===== src/hw/font_hex8x8.hex =====
// one 8x8 glyph per line, hex digits 0 to F in order
// first byte is the top row, msb of each byte is the leftmost pixel
3C666E7666663C00
1838181818187E00
3C66060C30607E00
3C66061C06663C00
0C1C3C6C7E0C0C00
7E607C0606663C00
3C607C6666663C00
7E060C1830303000
3C66663C66663C00
3C66663E060C3800
183C66667E666600
7C66667C66667C00
3C66606060663C00
786C6666666C7800
7E60607C60607E00
7E60607C60606000


===== src/hw/vga_text_pkg.sv =====
package vga_text_pkg;

	// 640x480 at 60 Hz, horizontal timing in pixel clocks
	localparam int h_active = 640;
	localparam int h_front  = 16;
	localparam int h_sync   = 96;
	localparam int h_back   = 48;
	localparam int h_total  = h_active + h_front + h_sync + h_back;

	// vertical timing in lines
	localparam int v_active = 480;
	localparam int v_front  = 10;
	localparam int v_sync   = 2;
	localparam int v_back   = 33;
	localparam int v_total  = v_active + v_front + v_sync + v_back;

	// 8x8 character grid
	localparam int text_cols  = 80;
	localparam int text_rows  = 60;
	localparam int text_cells = text_cols * text_rows;

	// coordinate in to pixel out, in clocks
	localparam int render_latency = 2;

	typedef logic [9:0]  hcount_t;
	typedef logic [9:0]  vcount_t;
	typedef logic [12:0] cell_addr_t;
	typedef logic [7:0]  cell_t;
	typedef logic [23:0] rgb_t;
	typedef logic [63:0] glyph_t;
	typedef logic [12:0] wb_addr_t;

	// foreground colours, picked by the upper nibble of a cell
	localparam rgb_t fg_palette [16] = '{
		24'hffffff,
		24'hff0000,
		24'h00ff00,
		24'h0000ff,
		24'hffff00,
		24'h00ffff,
		24'hff00ff,
		24'hc0c0c0,
		24'h808080,
		24'h800000,
		24'h008000,
		24'h000080,
		24'h808000,
		24'h008080,
		24'h800080,
		24'hffa500
	};

endpackage


===== src/hw/glyph_render.sv =====
`timescale 1ns/1ns

module glyph_render
	import vga_text_pkg::*;
(
	input  logic       clk,
	input  logic       rst,
	input  hcount_t    h_addr,
	input  vcount_t    v_addr,
	input  logic       active,
	input  logic       hsync_raw,
	input  logic       vsync_raw,
	input  cell_t      vid_cell,
	output cell_addr_t vid_addr,
	output logic       vga_hsync,
	output logic       vga_vsync,
	output logic       vga_blank_n,
	output logic [7:0] vga_r,
	output logic [7:0] vga_g,
	output logic [7:0] vga_b
);

	cell_addr_t row_base;
	cell_addr_t cell_addr;

	logic [2:0] glyph_row_q;
	logic [2:0] glyph_col_q;

	logic [render_latency-1:0] active_d;
	logic [render_latency-1:0] hsync_d;
	logic [render_latency-1:0] vsync_d;

	glyph_t     font_rom [16];
	glyph_t     glyph;
	logic [5:0] bit_idx;
	logic       pixel_on;
	rgb_t       fg_color;
	rgb_t       pixel_rgb;

	// one bitmap per hex digit, top-left pixel in bit 63
	initial begin
		$readmemh("/design/src/hw/font_hex8x8.hex", font_rom);
	end

	// stage 1: cell index is row * 80 + column
	assign row_base  = cell_addr_t'(v_addr[9:3]) * cell_addr_t'(text_cols);
	assign cell_addr = row_base + cell_addr_t'(h_addr[9:3]);

	// outside the visible area the counters run past the grid
	assign vid_addr = active ? cell_addr : '0;

	always_ff @(posedge clk) begin
		glyph_row_q <= v_addr[2:0];
		glyph_col_q <= h_addr[2:0];
	end

	// stage 2: glyph bit lookup, cell byte arrives from the buffer
	always_comb begin
		glyph    = font_rom[vid_cell[3:0]];
		bit_idx  = {glyph_row_q, glyph_col_q};
		pixel_on = glyph[6'd63 - bit_idx];
		fg_color = fg_palette[vid_cell[7:4]];
	end

	always_ff @(posedge clk) begin
		if (rst) begin
			pixel_rgb <= '0;
		end else if (active_d[0] && pixel_on) begin
			pixel_rgb <= fg_color;
		end else begin
			// background is black
			pixel_rgb <= '0;
		end
	end

	// control delay matching the colour path
	always_ff @(posedge clk) begin
		if (rst) begin
			active_d <= '0;
			hsync_d  <= '1;
			vsync_d  <= '1;
		end else begin
			active_d <= {active_d[render_latency-2:0], active};
			hsync_d  <= {hsync_d[render_latency-2:0], hsync_raw};
			vsync_d  <= {vsync_d[render_latency-2:0], vsync_raw};
		end
	end

	assign vga_blank_n = active_d[render_latency-1];
	assign vga_hsync   = hsync_d[render_latency-1];
	assign vga_vsync   = vsync_d[render_latency-1];
	assign vga_r       = pixel_rgb[23:16];
	assign vga_g       = pixel_rgb[15:8];
	assign vga_b       = pixel_rgb[7:0];

endmodule


===== config.mk =====
export PLATFORM = sky130hd
export DESIGN_NAME = glyph_render
export DESIGN_NICKNAME = d
export VERILOG_FILES = /design/src/hw/vga_text_pkg.sv /design/src/hw/glyph_render.sv
export SDC_FILE = /design/constraint.sdc
export NUM_CORES = 1
export LEC_CHECK = 0
export BUFFER_PORTS_ARGS = -buffer_cell sky130_fd_sc_hd__buf_4
export CAP_MARGIN = 20
export CORE_AREA = 2 2 50 52
export DETAILED_ROUTE_END_ITERATION = 8
export DIE_AREA = 0 0 52 54
export HOLD_SLACK_MARGIN = 0.03
export PLACE_DENSITY = 0.84
export SYNTH_ARGS = -nofsm -noshare
export SYNTH_HDL_FRONTEND = slang
export SYNTH_SLANG_ARGS = --single-unit

===== constraint.sdc =====
create_clock -name clk -period 4.5 [get_ports clk]
set_clock_uncertainty 0.15 [all_clocks]
set_input_delay 0.45 -clock clk [delete_from_list [all_inputs] [get_ports clk]]
set_output_delay 0.45 -clock clk [all_outputs]
set_load 0.005 [all_outputs]

# == After elaboration in Yosys (flattened, before gate mapping) ==
# Memory sizes are Yosys's and may differ from the RTL's. A register that Yosys moved wholly into a read port is not among the register bits.
# Index checks and enable logic that the tools add are counted.
# totals
regBits,12
rom_bits,384
in_bits,33
n_memories,1
# classes
n_addsub,2
n_mul,1
order_cmp,1
mux,3
bitwise_logic,2
reduce_logical,2
# mem_list
memory,depth,width,read_ports,rd_ports_with_merged_regs,write_ports,line_no,text
(name not given),16,24,1,1,0,glyph_render.sv:62,fg_color = fg_palette[vid_cell[7:4]];
# ops
op,n
$add A13 B7 Y13,1
$mux W13,1
$mul A7 B3 Y9 const B,1
$lt A6 B7 Y1 const B,1
$bmux W1 S6,1
$sub A6 B6 Y6 const A,1
$not A4 Y5,1
$reduce_or A2 Y1,1
$logic_and A1 B1 Y1,1
$mux W1,1
$not A1 Y1,1

# == Longest topological paths before layout ==
# depth
ltp_word,6
depth_mapped,8

# == Worst setup path after synthesis ==
# Ideal clock, no wire load.
# synth_timing
path_kind,input-to-output
startpoint,input v_addr[4]
endpoint,output vid_addr[12]
arrival_ns,2.351
required_ns,3.900
slack_ns,1.549
stages,8
path_buffers,0
cell_sequence,ha_1 ha_1 fa_1 xor2_1 nand2_1 or2_1 o32a_1 or2_1
# synth_via
elab_chain_len,3
# synth_lines
element,line_no,text
start: declaration,glyph_render.sv:9,"input vcount_t v_addr,"
$mul A7 B3 Y9,glyph_render.sv:46,assign row_base = cell_addr_t'(v_addr[9:3]) * cell_addr_t'(text_cols);
$add A13 B7 Y13,glyph_render.sv:47,assign cell_addr = row_base + cell_addr_t'(h_addr[9:3]);
$mux W13,glyph_render.sv:50,assign vid_addr = active ? cell_addr : '0;
end: declaration,glyph_render.sv:14,"output cell_addr_t vid_addr,"
# No other way between the ends.

# == Worst setup path after layout ==
# Ends and elaborated chain as after synthesis.

==> results.toml <==
[status]
status = "finished clean"

[cells_and_area]
drive_gt1_share_pct = 30.9
fillCellCount = 236
final_nets = 189
area.growth.synth_to_final_pct = 25.5
insertedDiodeCount = 0

[critical_path]
critical_path_class = "primary input to output port"
crit_fanout = 4
critPathLaunch = "v_addr[4]"
cp-end-kind = "output port"
cp_data_arrival_time_ns = 2.73
required_ns = 3.90
r2r_start = "vsync_d[0]"
startpoint_type = "primary input"
reg2reg_slack_ns = 3.67

[timing]
drv_slew = 0
period_share_pct = 74.1
fin_setup_tns_ns = 0
min_period_ns = 3.33
rsz0062_at_grt = "no"
timing_hold_violations_final = 0
max_clock_freq_mhz = 300
finalSetupViolCount = 0

[cts]
clock_latency_ns = 0.24
cts_resized = 0
cts_max_level = 1
cts_tree = "built"
cts_hold_buf = 0
cts_num_sinks = 6
post-cts-setup-buffer-count = 0
root_buffer = "clkbuf_4"
numCtsBuffers = 3
path_clk_slew_ns = 0.04
clock_path_buffers = 2

[global_route]
grt_pass1_vias = 720
grt_pass1_wl_mm = 2.72
antenna_found_initial = 0
gr-total-overflow = 0
grt_usage_pct = 12.8
grt_max_degree = 10

[drt]
vias = 749
drtIter0Drc = 4
post_drt_wl_per_cell_um = 10.1
ant_nets = 0
wl_mm = 1.71
drtPass1Iterations = 4
via_per_inst = 4.43
drc = 0

[worst_hold_path]
hp-class = "primary input to flip-flop"
hp-start = "rst"

[power_and_ir_drop]
power_mw = 0.228
leakage_nw = 0.586
powerDensity_nw_per_um2 = 209
peakVddDrop_uv = 104

[run]
maxCapViolCount = 0

[floorplanning]
io_pins = 73
core_area_um2 = 2320
fp.dieArea_um2 = 2810
die_y_um = 54
initial_core_util_pct = 37.4
rows = 18
dieWidth_um = 52

[synthesis]
netlist_area_um2 = 868
yosys_warnings = 0
ys_types = 31
ys_ff_latch = 6
synth.avg_cell_area_um2 = 8.43
synthCells = 103
yosysSeqAreaShare_pct = 13.8

[placed_design]
portBuffers = 34
hpwl_mm = 1.57
place_congestion = 0.739
-- state kept, by name (all words and copies together), names as in the netlist --
signal,cells
vsync_d,2
active_d,2
hsync_d,2
-- per-stage QoR --
stage	hold slack (ns)	cell area, um2	setup WS, ns	utilization (%)	instances
5_1_grt	0.247	1090	1.03	47.0	169
6_report	0.251	1090	1.17	47.0	169
4_1_cts	0.242	1090	1.15	47.0	169
3_3_place_gp	0.247	1070	1.21	46.0	166
2_1_floorplan	0.239	955	1.55	-	126
3_5_place_dp	0.255	1070	1.15	46.0	166
-- layout make-up --
cell class	instances	area (um2)	area share (%)
Clock buffer	3	22.5	2.07
Inverter	4	15.0	1.38
Multi-Input combinational cell	92	639	58.7
Sequential cell	6	120	11.0
Tap cell	30	37.5	3.44
Timing Repair Buffer	34	255	23.4
-- cells in the mapped netlist --
| master | number | area (um2) |
|---|---|---|
| nand2b_1 | 1 | 6.26 |
| o21bai_1 | 2 | 15.0 |
| xnor2_1 | 3 | 26.3 |
| or2_1 | 2 | 12.5 |
| conb_1 | 1 | 3.75 |
| o32a_1 | 1 | 10.0 |
| or3_1 | 1 | 6.26 |
| o21ai_0 | 1 | 5.00 |
| a21oi_1 | 1 | 5.00 |
| ha_1 | 13 | 163 |
| a21o_1 | 3 | 22.5 |
| o21a_1 | 1 | 7.51 |
| nand2_1 | 3 | 11.3 |
| or2_2 | 4 | 25.0 |
| a2111oi_2 | 1 | 15.0 |
| inv_1 | 4 | 15.0 |
| o21ba_2 | 1 | 10.0 |
| buf_4 | 24 | 180 |
| nor2_1 | 7 | 26.3 |
| a211o_1 | 1 | 8.76 |
| nor3_1 | 3 | 15.0 |
| a211oi_1 | 1 | 7.51 |
| fa_1 | 2 | 40.0 |
| nand4_1 | 1 | 6.26 |
| a31oi_1 | 1 | 6.26 |
| and2_1 | 5 | 31.3 |
| nor2b_1 | 3 | 18.8 |
| xor2_1 | 4 | 35.0 |
| dfxtp_1 | 6 | 120 |
| and4_1 | 1 | 8.76 |
| o21ai_1 | 1 | 5.00 |
-- per-layer routing --
layer | wire length, um | global-route usage [%] | share of wire, % | vias up
met5 | 0 | 0 | 0 | -
met4 | 12 | 8.33 | 0.70 | 0
met3 | 163 | 1.39 | 9.5 | 2
met2 | 953 | 27.0 | 56 | 32
met1 | 583 | 11.3 | 34 | 338
li1 | - | - | - | 377
-- power by group --
part | total, mW | switching, mW | internal [mW]
Clock | 0.0466 | 0.0167 | 0.0300
Sequential | 0.0564 | 0.000483 | 0.0559
Combinational | 0.125 | 0.0615 | 0.0631
Total | 0.228 | 0.0787 | 0.149
-- final timing paths --
check                                    end  depth (start not counted)
worst min register to register    hsync_d[1]                          1
worst min-delay path             active_d[0]                          2
worst max register to register    vsync_d[1]                          1
worst max-delay path            vid_addr[12]                         10
-- cell families after synthesis --
kind of cell    count (synthesis)  synth area share [%]
other cells                     1                 0.432
buf+inv                        28                  22.5
compound gates                 15                  13.5
flops                           6                  13.8
simple gates                   31                  19.3
xor+xnor                        7                  7.06
fa+ha+maj                      15                  23.3
-- critical path, stage by stage --
cell and delay, ns:
buf_4 0.12, ha_1 0.29, ha_1 0.23, fa_1 0.40, a21o_1 0.20, a21oi_1 0.18
xor2_1 0.16, o32a_1 0.34, or2_1 0.23, buf_4 0.13
-- cell usage in the layout, fill, tap and decap left out --
cell	Yosys	final
xor2_1	4	4
nand2b_1	1	1
fa_1	2	2
o32a_1	1	1
a21o_1	3	3
o21ba_2	1	1
clkbuf_4	0	3
conb_1	1	24
nor2b_1	3	3
or2_2	4	4
nor3_1	3	3
and4_1	1	1
nor2_1	7	7
nand2_1	3	3
buf_4	24	34
and2_1	5	5
o21ai_0	1	1
o21ai_1	1	1
a31oi_1	1	1
inv_1	4	4
a21oi_1	1	1
o21bai_1	2	2
o21a_1	1	1
nand4_1	1	1
or2_1	2	2
or3_1	1	1
xnor2_1	3	3
a211o_1	1	1
a2111oi_2	1	1
ha_1	13	13
a211oi_1	1	1
dfxtp_1	6	6
(Power assumes the default switching activity.)
