$ cat src/hw/vga_text_pkg.sv
package vga_text_pkg;

	// 640x480 at 60 Hz, horizontal timing in pixel clocks
	localparam int h_active = 640;
	localparam int h_front  = 16;
	localparam int h_sync   = 96;
	localparam int h_back   = 48;
	localparam int h_total  = h_active + h_front + h_sync + h_back;

	// vertical timing in lines
	localparam int v_active = 480;
	localparam int v_front  = 10;
	localparam int v_sync   = 2;
	localparam int v_back   = 33;
	localparam int v_total  = v_active + v_front + v_sync + v_back;

	// 8x8 character grid
	localparam int text_cols  = 80;
	localparam int text_rows  = 60;
	localparam int text_cells = text_cols * text_rows;

	// coordinate in to pixel out, in clocks
	localparam int render_latency = 2;

	typedef logic [9:0]  hcount_t;
	typedef logic [9:0]  vcount_t;
	typedef logic [12:0] cell_addr_t;
	typedef logic [7:0]  cell_t;
	typedef logic [23:0] rgb_t;
	typedef logic [63:0] glyph_t;
	typedef logic [12:0] wb_addr_t;

	// foreground colours, picked by the upper nibble of a cell
	localparam rgb_t fg_palette [16] = '{
		24'hffffff,
		24'hff0000,
		24'h00ff00,
		24'h0000ff,
		24'hffff00,
		24'h00ffff,
		24'hff00ff,
		24'hc0c0c0,
		24'h808080,
		24'h800000,
		24'h008000,
		24'h000080,
		24'h808000,
		24'h008080,
		24'h800080,
		24'hffa500
	};

endpackage

$ cat src/hw/vga_timing.sv
`timescale 1ns/1ns

module vga_timing
	import vga_text_pkg::*;
(
	input  logic    clk,
	input  logic    rst,
	output hcount_t h_addr,
	output vcount_t v_addr,
	output logic    active,
	output logic    hsync_raw,
	output logic    vsync_raw
);

	hcount_t h_next;
	vcount_t v_next;
	logic    h_wrap;
	logic    h_in_sync;
	logic    v_in_sync;
	logic    next_active;

	// next position, decoded one clock early so outputs stay aligned
	always_comb begin
		h_wrap = (h_addr == hcount_t'(h_total - 1));
		if (h_wrap) begin
			h_next = '0;
		end else begin
			h_next = h_addr + hcount_t'(1);
		end
	end

	always_comb begin
		v_next = v_addr;
		if (h_wrap) begin
			if (v_addr == vcount_t'(v_total - 1)) begin
				v_next = '0;
			end else begin
				v_next = v_addr + vcount_t'(1);
			end
		end
	end

	// sync pulses sit between front and back porch
	assign h_in_sync = (h_next >= hcount_t'(h_active + h_front)) &&
		(h_next < hcount_t'(h_active + h_front + h_sync));
	assign v_in_sync = (v_next >= vcount_t'(v_active + v_front)) &&
		(v_next < vcount_t'(v_active + v_front + v_sync));
	assign next_active = (h_next < hcount_t'(h_active)) &&
		(v_next < vcount_t'(v_active));

	always_ff @(posedge clk) begin
		if (rst) begin
			h_addr    <= '0;
			v_addr    <= '0;
			// pixel (0,0) is visible
			active    <= 1'b1;
			hsync_raw <= 1'b1;
			vsync_raw <= 1'b1;
		end else begin
			h_addr    <= h_next;
			v_addr    <= v_next;
			active    <= next_active;
			hsync_raw <= ~h_in_sync;
			vsync_raw <= ~v_in_sync;
		end
	end

endmodule

$ cat config.mk
export PLATFORM = sky130hd
export DESIGN_NAME = vga_timing
export DESIGN_NICKNAME = d
export VERILOG_FILES = /design/src/hw/vga_text_pkg.sv /design/src/hw/vga_timing.sv
export SDC_FILE = /design/constraint.sdc
export NUM_CORES = 1
export LEC_CHECK = 0
export BUFFER_PORTS_ARGS = -buffer_cell sky130_fd_sc_hd__buf_4
export CAP_MARGIN = 20
export CORE_MARGIN = 2
export CORE_UTILIZATION = 45
export CTS_BUF_LIST = sky130_fd_sc_hd__clkbuf_4 sky130_fd_sc_hd__clkbuf_8 sky130_fd_sc_hd__clkbuf_16
export DETAILED_ROUTE_END_ITERATION = 12
export PLACE_DENSITY_LB_ADDON = 0.2
export SYNTH_ARGS = -nofsm -noshare
export SYNTH_HDL_FRONTEND = slang
export SYNTH_SLANG_ARGS = --single-unit
$ cat constraint.sdc
create_clock -name clk -period 2.1 [get_ports clk]
set_clock_uncertainty 0.15 [all_clocks]
set_input_delay 0 -clock clk [delete_from_list [all_inputs] [get_ports clk]]
set_output_delay 0 -clock clk [all_outputs]
set_load 0.005 [all_outputs]
; Word level (Yosys, flattened, before mapping)
; Index checks and enable logic that the tools add are counted.
[classes]
n_addsub = 2
order_cmp = 6
n_eq_ne = 2
mux = 3
n_bitwise = 2
reduce_logical = 3
[op_table]
columns = cell, n
row1 = 10-bit 2-to-1 mux, 3
row2 = "10-bit by 1-bit adder with 10-bit output, second input constant", 2
row3 = "10-bit equality test, second input constant", 2
row4 = "10-bit less-than comparator, second input constant", 2
row5 = "10-bit by 9-bit less-than comparator with 1-bit output, second input constant", 2
row6 = "10-bit greater-or-equal comparator, second input constant", 1
row7 = "10-bit by 9-bit greater-or-equal comparator with 1-bit output, second input constant", 1
row8 = 1-bit logical AND, 3
row9 = 1-bit NOT, 2
[word_totals]
regBits = 23
out_inout_bits = 23
elab_cells = 23

; Logic depth before layout (Yosys ltp)
; Gate-level depths: netlist of run 1.
[logic_depth]
ltp_word = 6
mapped_depth = 7
ltp_nobuf = 7

; Worst setup path after synthesis of run 1
; Ideal clock, no wire load.
[synth_timing]
kind = register to register
start = reg h_addr[0]
end = reg active
setup_time_ps = 136
t_arrival_ps = 1973
setup_slack_ps = -159
stages_incl_launch_ff = 8
path_buffers = 1
synth_period_minus_slack_ps = 2259
path_cell_list = dfxtp_1 ha_1 and4_1 buf_2 nand3_1 or4_1 a211oi_1 a311oi_1
[synth_between]
elab_chain_len = 4
[synth_rtl]
columns = element, line
row1 = start: declaration, vga_timing.sv:8  ; output hcount_t h_addr,
row2 = start signal: assignment, vga_timing.sv:60  ; h_addr <= h_next;
row3 = 10-bit by 1-bit adder with 10-bit output or 10-bit equality test (tied branches), "vga_timing.sv:28, vga_timing.sv:24"
row4 = 10-bit 2-to-1 mux (on tied branches), "vga_timing.sv:25, vga_timing.sv:34"
row5 = 10-bit less-than comparator or 10-bit by 9-bit less-than comparator with 1-bit output (tied branches), "vga_timing.sv:48, vga_timing.sv:49"
row6 = 1-bit logical AND (*), vga_timing.sv:48  ; assign next_active = (h_next < hcount_t'(h_active)) &&
row7 = end signal: assignment, vga_timing.sv:62  ; active <= next_active;
row8 = end: declaration, vga_timing.sv:10  ; output logic active,
; Mark *: on every way between the ends. The rest lies on a longest branch, timed or not.
; A chain may end at the register's enable or synchronous reset.

; Worst setup path after layout of run 1
[layout_timing]
start = reg v_addr[1]
end = reg active
[layout_between]
elab_chain_len = 5
[layout_rtl]
columns = element, line
row1 = start: declaration, vga_timing.sv:9  ; output vcount_t v_addr,
row2 = start signal: assignment, vga_timing.sv:61  ; v_addr <= v_next;
row3 = 10-bit by 1-bit adder with 10-bit output or 10-bit equality test (tied branches), "vga_timing.sv:38, vga_timing.sv:35"
row4 = 10-bit 2-to-1 mux, vga_timing.sv:35  ; if (v_addr == vcount_t'(v_total - 1)) begin
row5 = 10-bit 2-to-1 mux (*), vga_timing.sv:34  ; if (h_wrap) begin
row6 = 10-bit by 9-bit less-than comparator with 1-bit output (*), vga_timing.sv:49  ; (v_next < vcount_t'(v_active));
row7 = 1-bit logical AND (*), vga_timing.sv:48
; Marked as above.

==> out/qor.txt, run 1 <==
Final setup violation count: 5
fraction of final layout cells with drive strength greater than 1: 39.3%
chain of cells forming the critical path: inv_1 -> ha_1 -> or4b_4 -> or4_4 -> o21ai_4 -> a21oi_2 -> a311oi_1
category of the worst setup path capture point: register
worst setup margin: -0.0673 ns
Pre-Repair DR Iteration Count: 4
Post-Synthesis Cells: 148
Finished Core Util: 65.1%
Warnings, synthesis: 0
fraction of registers with async set or reset after synthesis: 0%
launching element type of the critical path: register
Die Footprint: 3230 µm²
family of cells with the greatest summed delay on the critical path: simple AND/OR/NAND/NOR gates
Pwr per Cell Area: 400 nW/µm²
cells taking the most area after synthesis: sky130_fd_sc_hd__dfxtp_1 37%, sky130_fd_sc_hd__xnor2_1 4.2%, sky130_fd_sc_hd__ha_1 4.0%, sky130_fd_sc_hd__nand3_1 4.0%, sky130_fd_sc_hd__nor2_1 3.9%
required time at the worst-slack endpoint: 2.19 ns
met3 track utilization from global routing: 3.23%
effective utilization at floorplan: 46.4%
drt drc: 0
area growth from synthesis to final layout: 40.3%
post-synthesis sequential element count: 23
TritonCTS clock tree: done
average wire per standard cell: 15.0 µm
GRT met1 Usage: 27.4%
Worst slew margin: 69.2%
largest fanout on the critical path: 4
Final Power: 705 µW
syn nets: 154
Final nets: 208
number of cells on the worst reg-to-reg path: 7
Post-synth EDFFs: 0
cell with the biggest individual delay on the critical path: sky130_fd_sc_hd__or4_4
final max-slew violation count: 0
number of DRC violations after detailed-routing iteration 0: 49
routed via count: 1336
buffers from clock root to sink, at most: 2
FMAX: 461 MHz
post-route clock period utilization: 103%
H-tree lvl count: 1
I/O Buffers: 24
setup repair after global routing missed its margin: true
clock insertion delay at the later pin of the skew report: 0.32 ns
failing checks: setup timing
global-route usage over all layers: 22.0%
number of cells on the critical path: 7
Final Critical Period: 2.17 ns
count leader, synth: sky130_fd_sc_hd__dfxtp_1
actual transition at the worst max-transition pin: 0.458 ns
LEAKAGE: 0.706 nW
overall routed net length: 3490 µm
gr ovfl total: 0
root buffer selected by CTS: sky130_fd_sc_hd__clkbuf_4
dpl hpwl: 2700 µm
core footprint: 2710 µm²
num ports: 25
via count of the first global-routing pass: 1251
cell types with the highest counts after synthesis: 23 x sky130_fd_sc_hd__dfxtp_1, 13 x sky130_fd_sc_hd__nor2_1, 10 x sky130_fd_sc_hd__nand2_1, 10 x sky130_fd_sc_hd__nand3_1, 7 x sky130_fd_sc_hd__nand4_1
Sum Neg Setup Slack: -0.117 ns
post-detailed-route via-to-cell ratio: 5.76
number of antenna violations at the first check in global routing: 0
weighted congestion reported at the end of routability-driven placement: 0.807
Max-Cap Viols: 0
Critical Path AT: 2.26 ns
maximum ir drop on the vdd rail: 0.371 mV
mean post-synth cell area: 8.50 µm²
number of endpoints with negative hold slack in the final report: 0
cell type with the largest total area after synthesis: sky130_fd_sc_hd__dfxtp_1
classification of the worst setup path: register to register
post-route ant nets: 0
Synth Flop Type: sky130_fd_sc_hd__dfxtp_1
count of buffer and inverter cells on the critical path: 1
sequential area share after synthesis: 36.6%
pin count of the biggest net entering global routing: 16
die outline height: 56.9 µm
total number of clock tree sinks: 23
number of cells traversed by the worst hold path: 3
Final Non-Filler Cells: 232
delay of the slowest critical-path stage: 0.47 ns
Horiz. Die Dim: 56.9 µm
M2 GR Usage: 38.0%
worst min path class: input port to register
total inserted antenna cells: 0
result of the run: finished with violations
Synth top area share: 36.6%
# placed instances: 224
global-route wire length before repair: 5610 µm
Most Crowded Layer GR: met2
clock buffers created by TritonCTS: 3
Rows: 19
Yosys cell types: 42
Synth Cell Area: 1260 µm²
clock-pin slew of the registers on the worst-case setup and hold paths: 0.14 ns
[kinds of logic (layout without fill, tap and decap cells)]
kind of cell	after synthesis	after routing	share of synthesized area, %
fa+ha+maj	4	4	3.98
flops	23	23	36.6
compound gates	27	27	16.3
simple gates	71	71	31.9
buf+inv	13	66	3.98
xor+xnor	9	9	6.27
mux	1	1	0.895
[final timing paths]
check,startpoint,to,slack (ns)
worst max-delay path,v_addr[1],active,-0.07
worst min-delay path,rst,h_addr[0],0.36
worst max register to register,v_addr[1],active,-0.07
worst min register to register,h_addr[0],h_addr[0],0.41
[cell type report]
| class | instances | area (µm²) |
|---|---|---|
| fillers | 238 | 946 |
| clock buffers | 3 | 22.5 |
| well taps | 31 | 38.8 |
| repair buffers | 56 | 427 |
| inverters | 6 | 22.5 |
| flip-flops and latches | 23 | 465 |
| clock inverters | 1 | 5.00 |
| multi-input cells | 112 | 783 |
[stage by stage]
step	area (µm²)	setup slack, ns	hold slack [ns]
floorplan	1270	0.00104	-0.0858
global placement	1670	0.00313	0.147
detailed placement	1670	-0.0527	0.152
CTS	1730	-0.0300	0.358
global route	1760	-0.117	0.366
finish	1760	-0.0673	0.360
[worst register-to-register path, stage by stage, from the launching register on]
cell,delay [ns]
sky130_fd_sc_hd__dfxtp_2,0.36
sky130_fd_sc_hd__inv_1,0.06
sky130_fd_sc_hd__ha_1,0.14
sky130_fd_sc_hd__or4b_4,0.46
sky130_fd_sc_hd__or4_4,0.47
sky130_fd_sc_hd__o21ai_4,0.21
sky130_fd_sc_hd__a21oi_2,0.06
sky130_fd_sc_hd__a311oi_1,0.18
[sequential cells by signal (all words and copies together) (netlist names)]
signal and cells:
active 1, h_addr 10, hsync_raw 1, v_addr 10, vsync_raw 1
[per-layer routing]
| layer | vias up | share of wire, % |
|---|---|---|
| li1 | 662 | - |
| met1 | 629 | 45 |
| met2 | 34 | 49 |
| met5 | - | 0 |
| met4 | 0 | 2.5 |
| met3 | 11 | 3.5 |
[where the power goes]
group	total (mW)	switching, mW	internal (mW)
Clock	0.217	0.146	0.0714
Combinational	0.0427	0.0199	0.0228
Sequential	0.445	0.00347	0.442
[cells in the final DEF (no fill, tap or decap), types with 5 or more instances in the layout]
master / synthesis / routed
sky130_fd_sc_hd__a21oi_1: 5 / 5
sky130_fd_sc_hd__nor3_1: 5 / 5
sky130_fd_sc_hd__nand3_1: 10 / 9
sky130_fd_sc_hd__nand2_1: 10 / 10
sky130_fd_sc_hd__inv_1: 6 / 5
sky130_fd_sc_hd__nand4_1: 7 / 7
sky130_fd_sc_hd__buf_4: 0 / 54
sky130_fd_sc_hd__xnor2_1: 6 / 6
sky130_fd_sc_hd__dfxtp_1: 23 / 19
sky130_fd_sc_hd__nor2_1: 13 / 13
[repair_timing]
item | in CTS | in global routing
hold buffers | 1 | 0
buffers inserted | 1 | 2
cloned | 0 | 0
pin swaps | 2 | 7
resized for setup | 5 | 4
endpoints found under the hold margin | 15 | 0
endpoints found under the setup margin | 6 | 8
No activity file was read; power rests on OpenSTA's default activity.
==> inputs of run 2 (changes only) <==
- ABC_AREA: default -> 1
==> out/qor.txt, run 2 <==
Final setup violation count: 0
Max-Cap Viols: 0
largest fanout on the critical path: 14
clock-pin slew of the registers on the worst-case setup and hold paths: 0.12 ns
Critical Path Start: h_addr[0]
pin count of the biggest net entering global routing: 18
Sum Neg Setup Slack: 0 ns
Rows: 20
cell type with the largest total area after synthesis: sky130_fd_sc_hd__dfxtp_1
weighted congestion reported at the end of routability-driven placement: 0.934
FMAX: 533 MHz
cells taking the most area after synthesis: sky130_fd_sc_hd__dfxtp_1 34%, sky130_fd_sc_hd__nand2_1 16%, sky130_fd_sc_hd__nor2_1 11%, sky130_fd_sc_hd__inv_1 8.5%, sky130_fd_sc_hd__nand3_1 4.0%
count leader, synth: sky130_fd_sc_hd__nand2_1
Worst slew margin: 76.3%
drt drc: 0
worst setup margin: 0.224 ns
Pre-Repair DR Iteration Count: 4
Warnings, synthesis: 0
number of endpoints with negative hold slack in the final report: 0
category of the worst setup path capture point: register
Filler Cell Count: 324
# placed instances: 271
Synth top area share: 33.7%
global-route usage over all layers: 20.1%
core footprint: 2980 µm²
post-placement worst setup slack: 0.221 ns
via count of the first global-routing pass: 1238
classification of the worst setup path: register to register
post-route ant nets: 0
number of DRC violations after detailed-routing iteration 0: 88
worst min path class: input port to register
leading cell type in the layout, fill and taps excluded: sky130_fd_sc_hd__nand2_1
gr ovfl total: 0
syn nets: 224
Final Power: 684 µW
Post-Synthesis Cells: 218
TritonCTS clock tree: done
root buffer selected by CTS: sky130_fd_sc_hd__clkbuf_4
LEAKAGE: 0.766 nW
Fin Hold WS: 0.405 ns
clock buffers created by TritonCTS: 3
Final Non-Filler Cells: 276
r2r startpoint: h_addr[0]
maximum ir drop on the vdd rail: 0.192 mV
dpl hpwl: 2380 µm
launching element type of the critical path: register
routed via count: 1389
H-tree lvl count: 1
clock insertion delay at the later pin of the skew report: 0.31 ns
Synth Cell Area: 1370 µm²
fraction of final layout cells with drive strength greater than 1: 17.3%
Finished Core Util: 53.8%
post-detailed-route via-to-cell ratio: 5.03
Yosys cell types: 27
Die Footprint: 3500 µm²
Critical Path AT: 1.95 ns
most used cells in the layout excluding fill and tap cells: 57 x sky130_fd_sc_hd__nand2_1, 40 x sky130_fd_sc_hd__nor2_1, 31 x sky130_fd_sc_hd__inv_1
setup repair after global routing missed its margin: false
Final Critical Period: 1.88 ns
num ports: 25
number of antenna violations at the first check in global routing: 0
global-route wire length before repair: 5350 µm
mean post-synth cell area: 6.27 µm²
total number of clock tree sinks: 23
post-place instance area: 1560 µm²
overall routed net length: 3100 µm
largest registers: h_addr (10), v_addr (10)
post-synthesis sequential element count: 23
sequential area share after synthesis: 33.7%
reg-to-reg setup timing slack: 0.22 ns
actual transition at the worst max-transition pin: 0.356 ns
Horiz. Die Dim: 59.1 µm
die outline height: 59.1 µm
Final nets: 250
effective utilization at floorplan: 45.9%
I/O Buffers: 24
fraction of registers with async set or reset after synthesis: 0%
cell types with the highest counts after synthesis: 57 x sky130_fd_sc_hd__nand2_1, 40 x sky130_fd_sc_hd__nor2_1, 31 x sky130_fd_sc_hd__inv_1
final max-slew violation count: 0
cell area after layout: 1600 µm²
post-route clock period utilization: 89.3%
area growth from synthesis to final layout: 17.2%
total inserted antenna cells: 0
Post-synth EDFFs: 0
Pwr per Cell Area: 427 nW/µm²
average wire per standard cell: 11.2 µm
required time at the worst-slack endpoint: 2.17 ns
buffers from clock root to sink, at most: 2
start point of the worst min-delay path: rst
result of the run: finished, final reports clean
Synth Flop Type: sky130_fd_sc_hd__dfxtp_1
## run 2: cell type report
type	instances	area (µm²)	area share (%)
Multi-Input combinational cell	155	738	46.1
Sequential cell	23	460	28.7
Timing Repair Buffer	27	205	12.8
Inverter	34	130	8.12
Tap cell	33	41.3	2.58
Clock buffer	3	22.5	1.41
Clock inverter	1	5.00	0.312
## run 2: path summary, 6_finish.rpt
kind                                  end  cells past startpoint
worst max register to register     active                     12
worst min register to register  h_addr[0]                      2
worst max-delay path               active                     12
worst min-delay path            v_addr[2]                      3
## run 2: cell families (layout without fill, tap and decap cells)
kind of cell | after synthesis | in the layout | share of synthesized area, %
simple gates | 132 | 132 | 42.6
buf+inv | 40 | 65 | 12.4
flops | 23 | 23 | 33.7
compound gates | 18 | 18 | 7.04
fa+ha+maj | 4 | 4 | 3.66
xor+xnor | 1 | 1 | 0.641
## run 2: where the power goes
part / switching [mW] / total (mW) / internal [mW]
Sequential: 0.00350 / 0.445 / 0.441
Combinational: 0.0182 / 0.0346 / 0.0164
Clock: 0.133 / 0.205 / 0.0713
## run 2: layer usage
metal	up-vias	track usage [%]	share of wire [%]
met5	-	0	0
met2	39	36.2	49
met4	0	9.09	2.3
li1	720	-	-
met1	623	23.7	43
met3	7	2.18	5.6
## run 2: critical path, stage by stage, from the launching register on
cell                      delay, ns
sky130_fd_sc_hd__dfxtp_1       0.35
sky130_fd_sc_hd__ha_1          0.20
sky130_fd_sc_hd__nand2_2       0.09
sky130_fd_sc_hd__nor2_4        0.18
sky130_fd_sc_hd__nand3_4       0.19
sky130_fd_sc_hd__inv_4         0.17
sky130_fd_sc_hd__nand2_2       0.07
sky130_fd_sc_hd__nand2_1       0.05
sky130_fd_sc_hd__nand2_1       0.05
sky130_fd_sc_hd__nor2_1        0.09
sky130_fd_sc_hd__nand2_1       0.09
sky130_fd_sc_hd__nand2_1       0.06
sky130_fd_sc_hd__nand2_1       0.04
## run 2: timing repair
action,CTS,global route
gates resized for setup,0,1
setup endpoints to repair,0,1
setup buffers,0,0
hold buffers,1,0
hold endpoints to repair,18,0
